File: src/wbb_pkg.sv
//**********************************************************
// Shared sizes, types and command structs of the L1 data
// cache write-back victim buffer
// Every RTL module takes what it needs by a wildcard import
// The testbench uses the same types to build its stimulus
//**********************************************************

package wbb_pkg;

  // Buffer geometry
  localparam int WBB_ENTRIES    = 4;
  localparam int LINE_BITS      = 128;
  localparam int LINE_ADDR_BITS = 28;
  localparam int TAG_BITS       = 4;
  localparam int WBB_IDX_BITS   = $clog2(WBB_ENTRIES);

  // One full cache line, no byte enables
  typedef logic [LINE_BITS-1:0] dcache_line_t;

  // Line address, byte offset already stripped
  typedef logic [LINE_ADDR_BITS-1:0] line_addr_t;

  // Tag of one L2 write request
  typedef logic [TAG_BITS-1:0] wbb_tag_t;

  // Free entry count, needs one extra bit to reach WBB_ENTRIES
  typedef logic [WBB_IDX_BITS:0] wbb_free_t;

  // L1 port to buffer
  // add and switch write the line, lookup only reads it
  typedef struct packed {
    logic         add;
    logic         switch;
    logic         lookup;
    line_addr_t   line_addr;
    dcache_line_t line;
  } wbb_l1_cmd_t;

  // L2 master to buffer
  // tag is compared on clear and wake only
  typedef struct packed {
    logic     issue;
    logic     clear;
    logic     wake;
    wbb_tag_t tag;
  } wbb_l2_cmd_t;

  // Buffer state seen by both ports
  typedef struct packed {
    logic      line_hit;
    logic      tag_hit;
    logic      req_available;
    logic      full;
    wbb_free_t free_entries;
  } wbb_status_t;

endpackage

File: src/wbb_prio_encoder.sv
//**********************************************************
// Lowest-index priority encoder for the victim buffer
// Turns an entry bit vector into the index of its lowest
// set bit, any_o flags a non-empty vector
//**********************************************************

`timescale 1ns/100ps

module wbb_prio_encoder import wbb_pkg::*; (
  input  logic [WBB_ENTRIES-1:0]  vec_i,
  output logic [WBB_IDX_BITS-1:0] idx_o,
  output logic                    any_o
);

  // Scan from the top so the lowest set bit wins
  always_comb begin
    idx_o = '0;
    for (int i = WBB_ENTRIES - 1; i >= 0; i--) begin
      if (vec_i[i]) begin
        idx_o = WBB_IDX_BITS'(i);
      end
    end
  end

  // Index is only meaningful with any_o high
  assign any_o = |vec_i;

endmodule

File: src/wbb_buffer.sv
//**********************************************************
// Victim entry register file of the write-back buffer
// Holds line, address, tag, valid and wait bits per entry
// Compares the L1 line address and the L2 tag, selects the
// free, next-request and hit entries, and applies one
// command per cycle in the order add or switch, issue,
// clear and wake
//**********************************************************

`timescale 1ns/100ps

module wbb_buffer import wbb_pkg::*; (
  input  logic         clk_i,
  input  logic         rst_ni,
  input  wbb_l1_cmd_t  l1_cmd_i,
  input  wbb_l2_cmd_t  l2_cmd_i,
  input  wbb_tag_t     new_tag_i,
  output logic         l2_cmd_taken_o,
  output dcache_line_t hit_line_o,
  output dcache_line_t req_line_o,
  output line_addr_t   req_addr_o,
  output wbb_status_t  status_o
);

  // Entry payload
  dcache_line_t line_q [WBB_ENTRIES];
  line_addr_t   addr_q [WBB_ENTRIES];
  wbb_tag_t     tag_q  [WBB_ENTRIES];

  // Entry state
  // A set wait bit implies a set valid bit
  logic [WBB_ENTRIES-1:0] valid_q;
  logic [WBB_ENTRIES-1:0] wait_q;

  // Compare and select vectors
  logic [WBB_ENTRIES-1:0] line_hit_vec;
  logic [WBB_ENTRIES-1:0] tag_hit_vec;
  logic [WBB_ENTRIES-1:0] hit_vec;
  logic [WBB_ENTRIES-1:0] ready_vec;

  // Selected entries
  logic [WBB_IDX_BITS-1:0] free_idx;
  logic [WBB_IDX_BITS-1:0] req_idx;
  logic [WBB_IDX_BITS-1:0] hit_idx;
  logic                    free_any;
  logic                    req_any;
  logic                    hit_any;

  // Command arbitration
  logic l1_write;
  logic l1_any;
  logic do_add;
  logic do_switch;
  logic do_issue;
  logic do_clear;
  logic do_wake;

  // Number of entries without the valid bit
  wbb_free_t free_cnt;

  // Line address hit only against valid entries
  // Tag hit only against waiting entries so older tags go stale
  always_comb begin
    for (int k = 0; k < WBB_ENTRIES; k++) begin
      line_hit_vec[k] = valid_q[k] && (addr_q[k] == l1_cmd_i.line_addr);
      tag_hit_vec[k]  = wait_q[k] && (tag_q[k] == l2_cmd_i.tag);
    end
  end

  // Any L1 command owns the hit index for that cycle
  assign l1_write  = l1_cmd_i.add | l1_cmd_i.switch;
  assign l1_any    = l1_write | l1_cmd_i.lookup;
  assign hit_vec   = l1_any ? line_hit_vec : tag_hit_vec;

  // Valid and not yet sent to L2
  assign ready_vec = valid_q & ~wait_q;

  wbb_prio_encoder u_free_enc (
    .vec_i (~valid_q),
    .idx_o (free_idx),
    .any_o (free_any)
  );

  wbb_prio_encoder u_req_enc (
    .vec_i (ready_vec),
    .idx_o (req_idx),
    .any_o (req_any)
  );

  wbb_prio_encoder u_hit_enc (
    .vec_i (hit_vec),
    .idx_o (hit_idx),
    .any_o (hit_any)
  );

  // Priority from add or switch down to issue, clear and wake
  // Lookup only blocks clear and wake since they share the hit index
  assign do_add    = l1_cmd_i.add & free_any;
  assign do_switch = l1_cmd_i.switch & hit_any;
  assign do_issue  = l2_cmd_i.issue & ~l1_write & req_any;
  // Stale tag is consumed but finds no entry
  assign do_clear  = l2_cmd_i.clear & ~l1_any & hit_any;
  assign do_wake   = l2_cmd_i.wake & ~l1_any & hit_any & ~l2_cmd_i.clear;

  // L2 master holds an untaken command for the next cycle
  assign l2_cmd_taken_o = (l2_cmd_i.issue & ~l1_write & req_any) |
                          ((l2_cmd_i.clear | l2_cmd_i.wake) & ~l1_any);

  // Valid and wait bits
  always_ff @(posedge clk_i or negedge rst_ni) begin
    if (!rst_ni) begin
      valid_q <= '0;
      wait_q  <= '0;
    end else if (do_add) begin
      valid_q[free_idx] <= 1'b1;
      wait_q[free_idx]  <= 1'b0;
    end else if (do_switch) begin
      // New line replaces an in-flight one so the old ack goes stale
      wait_q[hit_idx] <= 1'b0;
    end else if (do_issue) begin
      wait_q[req_idx] <= 1'b1;
    end else if (do_clear) begin
      valid_q[hit_idx] <= 1'b0;
      wait_q[hit_idx]  <= 1'b0;
    end else if (do_wake) begin
      // Entry goes back to the ready set for a retry
      wait_q[hit_idx] <= 1'b0;
    end
  end

  // Entry payload
  always_ff @(posedge clk_i) begin
    if (do_add) begin
      line_q[free_idx] <= l1_cmd_i.line;
      addr_q[free_idx] <= l1_cmd_i.line_addr;
    end else if (do_switch) begin
      line_q[hit_idx] <= l1_cmd_i.line;
    end else if (do_issue) begin
      tag_q[req_idx] <= new_tag_i;
    end
  end

  // Read paths
  assign hit_line_o = line_q[hit_idx];
  assign req_line_o = line_q[req_idx];
  assign req_addr_o = addr_q[req_idx];

  // Free entry count
  always_comb begin
    free_cnt = '0;
    for (int k = 0; k < WBB_ENTRIES; k++) begin
      if (!valid_q[k]) begin
        free_cnt = free_cnt + wbb_free_t'(1);
      end
    end
  end

  assign status_o.free_entries  = free_cnt;
  assign status_o.line_hit      = |line_hit_vec;
  assign status_o.tag_hit       = |tag_hit_vec;
  assign status_o.req_available = req_any;
  assign status_o.full          = ~free_any;

  // L1 port must hold back a new line while the buffer is full
  assert property (@(posedge clk_i) disable iff (!rst_ni)
    l1_cmd_i.add |-> !status_o.full)
    else $error("victim buffer add while full");

  // Add only on a miss keeps line addresses unique
  assert property (@(posedge clk_i) disable iff (!rst_ni)
    $onehot0(line_hit_vec))
    else $error("victim buffer holds a line address twice");

endmodule

File: src/wbb_l1_port.sv
//**********************************************************
// Wishbone classic slave facing the L1 data cache
// Write cycles evict a line as add or switch, read cycles
// look a line up and end with err on a miss
// Ack and err come one cycle after stb is sampled, a full
// buffer without a hit withholds ack until an entry frees
//**********************************************************

`timescale 1ns/100ps

module wbb_l1_port import wbb_pkg::*; (
  input  logic         clk_i,
  input  logic         rst_ni,
  input  logic         wb1_cyc_i,
  input  logic         wb1_stb_i,
  input  logic         wb1_we_i,
  input  line_addr_t   wb1_adr_i,
  input  dcache_line_t wb1_dat_i,
  output dcache_line_t wb1_dat_o,
  output logic         wb1_ack_o,
  output logic         wb1_err_o,
  output wbb_l1_cmd_t  l1_cmd_o,
  input  dcache_line_t hit_line_i,
  input  wbb_status_t  status_i
);

  logic         req;
  logic         ack_q;
  logic         err_q;
  dcache_line_t rdata_q;

  // New request, the ack cycle of the last one is skipped
  assign req = wb1_cyc_i & wb1_stb_i & ~ack_q & ~err_q;

  // Address and line go straight to the buffer compare
  assign l1_cmd_o.line_addr = wb1_adr_i;
  assign l1_cmd_o.line      = wb1_dat_i;

  // Re-eviction of a buffered line replaces it in place
  assign l1_cmd_o.switch = req & wb1_we_i & status_i.line_hit;
  // Back-pressure, no add while full
  assign l1_cmd_o.add    = req & wb1_we_i & ~status_i.line_hit & ~status_i.full;
  assign l1_cmd_o.lookup = req & ~wb1_we_i;

  always_ff @(posedge clk_i or negedge rst_ni) begin
    if (!rst_ni) begin
      ack_q <= 1'b0;
      err_q <= 1'b0;
    end else begin
      ack_q <= l1_cmd_o.add | l1_cmd_o.switch | (l1_cmd_o.lookup & status_i.line_hit);
      err_q <= l1_cmd_o.lookup & ~status_i.line_hit;
    end
  end

  // Read data for a lookup hit
  always_ff @(posedge clk_i) begin
    if (l1_cmd_o.lookup && status_i.line_hit) begin
      rdata_q <= hit_line_i;
    end
  end

  assign wb1_ack_o = ack_q;
  assign wb1_err_o = err_q;
  assign wb1_dat_o = rdata_q;

  assert property (@(posedge clk_i) disable iff (!rst_ni)
    !(wb1_ack_o && wb1_err_o))
    else $error("L1 ack and err together");

  // L1 master keeps cyc up until the cycle ends
  assert property (@(posedge clk_i) disable iff (!rst_ni)
    wb1_ack_o |-> wb1_cyc_i)
    else $error("L1 ack outside a cycle");

endmodule

File: src/wbb_l2_master.sv
//**********************************************************
// Wishbone classic master that drains the victim buffer
// Issues the next ready entry with a fresh tag, writes it to
// L2 and answers ack with clear, err with wake
// Only one L2 write is in flight, the tag counter moves on
// once its clear or wake has been taken by the buffer
//**********************************************************

`timescale 1ns/100ps

module wbb_l2_master import wbb_pkg::*; (
  input  logic         clk_i,
  input  logic         rst_ni,
  output logic         wb2_cyc_o,
  output logic         wb2_stb_o,
  output logic         wb2_we_o,
  output line_addr_t   wb2_adr_o,
  output dcache_line_t wb2_dat_o,
  output wbb_tag_t     wb2_tag_o,
  input  logic         wb2_ack_i,
  input  logic         wb2_err_i,
  output wbb_l2_cmd_t  l2_cmd_o,
  output wbb_tag_t     new_tag_o,
  input  logic         l2_cmd_taken_i,
  input  dcache_line_t req_line_i,
  input  line_addr_t   req_addr_i,
  input  wbb_status_t  status_i
);

  typedef enum logic [1:0] {
    ST_IDLE,
    ST_ISSUE,
    ST_BUS
  } state_t;

  state_t       state_q;
  wbb_tag_t     tag_cnt_q;
  wbb_tag_t     tag_q;
  line_addr_t   adr_q;
  dcache_line_t dat_q;
  logic         pend_clear_q;
  logic         pend_wake_q;
  logic         bus_ack;
  logic         bus_err;

  // Ack wins if the slave raises both
  assign bus_ack = (state_q == ST_BUS) & wb2_ack_i;
  assign bus_err = (state_q == ST_BUS) & wb2_err_i & ~wb2_ack_i;

  // Clear or wake goes out in the ending cycle, held if not taken
  assign l2_cmd_o.issue = (state_q == ST_ISSUE);
  assign l2_cmd_o.clear = bus_ack | pend_clear_q;
  assign l2_cmd_o.wake  = bus_err | pend_wake_q;
  assign l2_cmd_o.tag   = tag_q;
  assign new_tag_o      = tag_cnt_q;

  always_ff @(posedge clk_i or negedge rst_ni) begin
    if (!rst_ni) begin
      state_q      <= ST_IDLE;
      tag_cnt_q    <= '0;
      pend_clear_q <= 1'b0;
      pend_wake_q  <= 1'b0;
    end else begin
      case (state_q)
        ST_IDLE:  if (!pend_clear_q && !pend_wake_q && status_i.req_available) state_q <= ST_ISSUE;
        ST_ISSUE: if (l2_cmd_taken_i) state_q <= ST_BUS;
        default:  if (wb2_ack_i || wb2_err_i) state_q <= ST_IDLE;
      endcase
      pend_clear_q <= l2_cmd_o.clear & ~l2_cmd_taken_i;
      pend_wake_q  <= l2_cmd_o.wake & ~l2_cmd_taken_i;
      // Next tag once the last write is retired
      if ((l2_cmd_o.clear || l2_cmd_o.wake) && l2_cmd_taken_i) begin
        tag_cnt_q <= tag_cnt_q + wbb_tag_t'(1);
      end
    end
  end

  // Request latched with the taken issue, stable for the whole write
  always_ff @(posedge clk_i) begin
    if (state_q == ST_ISSUE && l2_cmd_taken_i) begin
      adr_q <= req_addr_i;
      dat_q <= req_line_i;
      tag_q <= tag_cnt_q;
    end
  end

  assign wb2_cyc_o = (state_q == ST_BUS);
  assign wb2_stb_o = (state_q == ST_BUS);
  // Drain path only writes
  assign wb2_we_o  = 1'b1;
  assign wb2_adr_o = adr_q;
  assign wb2_dat_o = dat_q;
  assign wb2_tag_o = tag_q;

  assert property (@(posedge clk_i) disable iff (!rst_ni)
    (wb2_stb_o && !wb2_ack_i && !wb2_err_i) |=>
      ($stable(wb2_adr_o) && $stable(wb2_dat_o) && $stable(wb2_tag_o)))
    else $error("L2 request changed before ack or err");

endmodule

File: src/wbb_top.sv
//**********************************************************
// Top level of the L1 data cache write-back victim buffer
// L1 evicts and looks up lines over a Wishbone slave port,
// the buffer drains to L2 over a Wishbone master port
// full_o and free_entries_o report the buffer occupancy
//**********************************************************

`timescale 1ns/100ps

module wbb_top import wbb_pkg::*; (
  input  logic         clk_i,
  input  logic         rst_ni,
  // L1 side, Wishbone slave
  input  logic         wb1_cyc_i,
  input  logic         wb1_stb_i,
  input  logic         wb1_we_i,
  input  line_addr_t   wb1_adr_i,
  input  dcache_line_t wb1_dat_i,
  output dcache_line_t wb1_dat_o,
  output logic         wb1_ack_o,
  output logic         wb1_err_o,
  // L2 side, Wishbone master
  output logic         wb2_cyc_o,
  output logic         wb2_stb_o,
  output logic         wb2_we_o,
  output line_addr_t   wb2_adr_o,
  output dcache_line_t wb2_dat_o,
  output wbb_tag_t     wb2_tag_o,
  input  logic         wb2_ack_i,
  input  logic         wb2_err_i,
  // Occupancy
  output logic         full_o,
  output wbb_free_t    free_entries_o
);

  wbb_l1_cmd_t  l1_cmd;
  wbb_l2_cmd_t  l2_cmd;
  wbb_status_t  status;
  wbb_tag_t     new_tag;
  logic         l2_cmd_taken;
  dcache_line_t hit_line;
  dcache_line_t req_line;
  line_addr_t   req_addr;

  wbb_l1_port u_l1_port (
    .clk_i, .rst_ni,
    .wb1_cyc_i, .wb1_stb_i, .wb1_we_i, .wb1_adr_i, .wb1_dat_i,
    .wb1_dat_o, .wb1_ack_o, .wb1_err_o,
    .l1_cmd_o   (l1_cmd),
    .hit_line_i (hit_line),
    .status_i   (status)
  );

  wbb_buffer u_buffer (
    .clk_i, .rst_ni,
    .l1_cmd_i       (l1_cmd),
    .l2_cmd_i       (l2_cmd),
    .new_tag_i      (new_tag),
    .l2_cmd_taken_o (l2_cmd_taken),
    .hit_line_o     (hit_line),
    .req_line_o     (req_line),
    .req_addr_o     (req_addr),
    .status_o       (status)
  );

  wbb_l2_master u_l2_master (
    .clk_i, .rst_ni,
    .wb2_cyc_o, .wb2_stb_o, .wb2_we_o, .wb2_adr_o, .wb2_dat_o, .wb2_tag_o,
    .wb2_ack_i, .wb2_err_i,
    .l2_cmd_o       (l2_cmd),
    .new_tag_o      (new_tag),
    .l2_cmd_taken_i (l2_cmd_taken),
    .req_line_i     (req_line),
    .req_addr_i     (req_addr),
    .status_i       (status)
  );

  assign full_o         = status.full;
  assign free_entries_o = status.free_entries;

endmodule

File: config.mk
export PLATFORM = sky130hd
export DESIGN_NAME = wbb_top
export DESIGN_NICKNAME = d
export VERILOG_FILES = /design/src/wbb_pkg.sv /design/src/wbb_prio_encoder.sv /design/src/wbb_buffer.sv /design/src/wbb_l1_port.sv /design/src/wbb_l2_master.sv /design/src/wbb_top.sv
export SDC_FILE = /design/constraint.sdc
export NUM_CORES = 1
export LEC_CHECK = 0
export BUFFER_PORTS_ARGS = -buffer_cell sky130_fd_sc_hd__buf_2
export CORE_MARGIN = 2
export CORE_UTILIZATION = 50
export CTS_CLUSTER_SIZE = 10
export DETAILED_ROUTE_END_ITERATION = 7
export PLACE_DENSITY = 0.78
export SETUP_SLACK_MARGIN = 0.15
export SLEW_MARGIN = 20
export SYNTH_ARGS = -nofsm -noshare
export SYNTH_HDL_FRONTEND = slang
export SYNTH_HIERARCHICAL = 1
export SYNTH_SLANG_ARGS = --single-unit
File: constraint.sdc
create_clock -name clk_i -period 10.15 [get_ports clk_i]
set_input_delay 1.015 -clock clk_i [delete_from_list [all_inputs] [get_ports clk_i]]
set_output_delay 1.015 -clock clk_i [all_outputs]
set_load 0.1 [all_outputs]
==> results <==
- The power density over the cells is 315 nW/um^2.
- The clock net in this run drives a total of roughly 950 sinks.
- During synthesis, Yosys emitted a total of 6 warnings.
- The worst reg2reg path depth is 16.
- In this run the tool buffered the top-level ports with 458 buffer cells.
- In this run the standard cell core region covers 77100 sq um.
- The switching power of the nets is 5.37 mW.
- After the flow finishes, the layout carries non-filler instances totaling 3213.
- The I/O pin total is 460.
- The wire length per cell is about 27 um.
- The class of the tightest hold or removal check is input pin to async pin.
- The number of cells upsized or downsized after cts is 0.
- Headroom to the max-slew limit came out at 0.00476.
- The clock root buffer is sky130_fd_sc_hd__clkbuf_16.
- Summed over all layers, the global routing overflow is 0.
- The tool flagged a number of max-cap violations equal to 0.
- The portion of total power attributed to combinational logic is 0.373.
- Setup repair after global routing left no endpoint under its margin.
- The count of nets left with antenna violations once routing finished came out at 0.
- The via-per-instance ratio is ~5.9.
- The floorplan step set the die width to 282 um.
- TritonCTS built the clock tree.
- The vertical die dimension is 282 um.
- The setup path with the least slack is of type input pin to flip-flop.
- The total clock buffers created by CTS is between 100 and 150.
- The final count of pins violating max slew came to 0.
- The data required time of the critical path is 10440 ps.
- Fill cells in the final layout number ~5600.
- After clock tree synthesis, the clock-pin slew on the worst setup and hold paths is 50 ps.
- The number of placed instances with taps included is 3068.
- For the final database, setup skew stands at 67.9 ps.
- For this configuration, the core starts out at a cell density of 0.502.
- The hold buffer count at cts is 0.
- The endpoint class of the critical path is a flip-flop.
- The endpoint arrival time on the critical path is 6370 ps.
- Setup violations remaining at the end of the flow were counted as 0.
- The die covers 79700 sq um.
- The detailed router's first-iteration violation count is about 1500.
- The slack of the critical path is 4070 ps.
- The worst reg-to-reg setup slack is 4170 ps.
- At the pin with the least slew margin, the transition time is 1490 ps.
- A synthesized cell averages about 22 sq um.
- The proportion of power drawn by the clock network is 0.244.
- The startpoint identified for the worst register-to-register timing path is u_buffer/addr_q[0][2].
- The floorplan has 102 rows.
- The final total negative setup slack is 0 ps.
- The sequential share of power is 0.383.
- The level count of the clock H-tree is 3.
- Entering global routing, the biggest net connects around 140 pins.
- The via count of the first global-routing pass is 19800.
- The layout cell share with drive strength beyond 1 is 0.415.
- Of the total power, the share spent switching nets is 0.387.
- The highest attainable clock frequency is between 150 and 200 MHz.
- In the layout the commonest cells are 928 x sky130_fd_sc_hd__edfxtp_1, 458 x sky130_fd_sc_hd__buf_2, 272 x sky130_fd_sc_hd__mux4_2, 107 x sky130_fd_sc_hd__clkbuf_16, 76 x sky130_fd_sc_hd__xnor2_1.
- Once detailed placement completed, the half-perimeter wirelength came to 52700 um.
- The flow ran to the end, and the final reports show no timing, DRC or antenna violations.
- The final hold violation count is 0.
- After layout, the minimum clock period comes to slightly above 6000 ps.
- The clock reaches the later pin of the worst-skew pair after about 700 ps.
- Across the VDD grid, the largest voltage drop is 326 uV.
- For this run, the total global-route usage over all layers was measured as 0.217.
- After technology mapping, the gate count stands at roughly 1800.
- Summed over all layers, the routed wires come to 86800 um.
- Internal power comes to between 8 and 9 mW.
- The number of antenna violations at the first check in global routing is 23.
- The portion of the clock cycle consumed by the worst path in the final layout is 0.599.
- The worst hold slack after final layout is 316 ps.
- The first-pass GRT wire length is 127000 um.
- The synthesis-to-finish area growth is 13.7%.
- The buffers inserted during post-CTS setup optimization is 0.
- In this run the worst path has a maximum fanout of 50.
- The final layout contains between 2000 and 2500 nets.
- Timing analysis after detailed placement gives a worst setup slack of 3370 ps.
- The DRC violation count after routing is 0.
- The commonest non-fill, non-tap cell in the layout is sky130_fd_sc_hd__edfxtp_1.
- The maximum root-to-sink buffer count is 3.
- Counting every net in the synthesized netlist gives 1949.
- For this block, the via count after detailed routing is 18900.
- Summing internal, switching and leakage power gives 13.9 mW.
- The first TritonRoute pass finished after 7 iterations.
- The combined area of all synthesized cells is between 30000 and 40000 sq um.
- The final weighted congestion of routability-driven global placement is 0.890.
- The worst reg2reg path endpoint is u_buffer/line_q[0][46].
- The leakage power figure is 14.5 nW.
- The startpoint kind of the worst setup timing path is an input pin.
## state kept, by name (all words and copies together) (netlist names)
register	cells
u_l2_master/wb2_tag_o	4
u_l2_master/wb2_dat_o	128
u_l1_port/wb1_ack_o	1
u_l1_port/wb1_dat_o	128
u_l2_master/pend_clear_q	1
u_l2_master/wb2_adr_o	28
u_buffer/addr_q	112
u_l2_master/new_tag_o	4
u_buffer/valid_q	4
u_l1_port/wb1_err_o	1
u_l2_master/pend_wake_q	1
u_l2_master/state_q	2
u_buffer/line_q	512
u_buffer/tag_q	16
u_buffer/wait_q	4
## worst max-delay path by stage
stage | start | endpoint | slack, ps
floorplan | wb1_adr_i[3] | u_buffer/line_q[0][0] | 390
global placement | wb1_adr_i[2] | u_buffer/line_q[0][109] | 3620
detailed placement | wb1_adr_i[2] | u_buffer/line_q[0][109] | 3370
CTS | wb1_adr_i[2] | u_buffer/line_q[0][67] | 4080
global route | wb1_adr_i[2] | u_buffer/line_q[0][46] | 3770
finish | wb1_adr_i[2] | u_buffer/line_q[0][46] | 4070
## worst max-delay path: stages
cell                      delay, ps
sky130_fd_sc_hd__buf_2          160
sky130_fd_sc_hd__xnor2_1        330
sky130_fd_sc_hd__nand4_1        140
sky130_fd_sc_hd__nor4_1         410
sky130_fd_sc_hd__nand4_1        210
sky130_fd_sc_hd__nand4_1        250
sky130_fd_sc_hd__nand2_1         80
sky130_fd_sc_hd__nor2_1         360
sky130_fd_sc_hd__nor3_4         140
sky130_fd_sc_hd__o21ai_0        540
sky130_fd_sc_hd__nor2_1         110
sky130_fd_sc_hd__nand2_1        150
sky130_fd_sc_hd__nand3_1        210
sky130_fd_sc_hd__mux2i_1        570
sky130_fd_sc_hd__nor2b_4        270
sky130_fd_sc_hd__buf_4          580
sky130_fd_sc_hd__buf_4          740
## power by group through the flow
| stage | clock (mW) | sequential [mW] | combinational [mW] |
|---|---|---|---|
| after global routing | 3.59 | 5.35 | 5.39 |
| after CTS | 3.44 | 5.31 | 5.22 |
| after floorplan | 0 | 7.31 | 2.41 |
| after global placement | 0 | 5.35 | 5.16 |
| after detailed placement | 0 | 5.37 | 5.21 |
| final | 3.37 | 5.31 | 5.17 |
## routing by layer
metal	global-route usage	vias up	share of wire
li1	-	7858	-
met1	0.266	9870	0.35
met2	0.363	943	0.52
met3	0.0691	215	0.094
met4	0.0791	26	0.037
met5	0	-	0.0020
## area by class of cell
type | instances | area, sq um | area share
sequential | 946 | 28300 | 0.644
multi-input combinational | 589 | 8740 | 0.199
clock buffer | 119 | 2730 | 0.0621
timing repair buffer | 480 | 2560 | 0.0583
tap | 1040 | 1300 | 0.0296
clock inverter | 14 | 263 | 0.00597
inverter | 14 | 52.6 | 0.00119
antenna | 11 | 27.5 | 0.000626
## per-stage QoR
stage / instance area (sq um) / util
after floorplan: 38700 / -
after global placement: 40900 / 0.531
after detailed placement: 40900 / 0.531
after CTS: 43900 / 0.570
after global routing: 44000 / 0.571
final: 44000 / 0.571
Power figures use the tool's default switching activity.
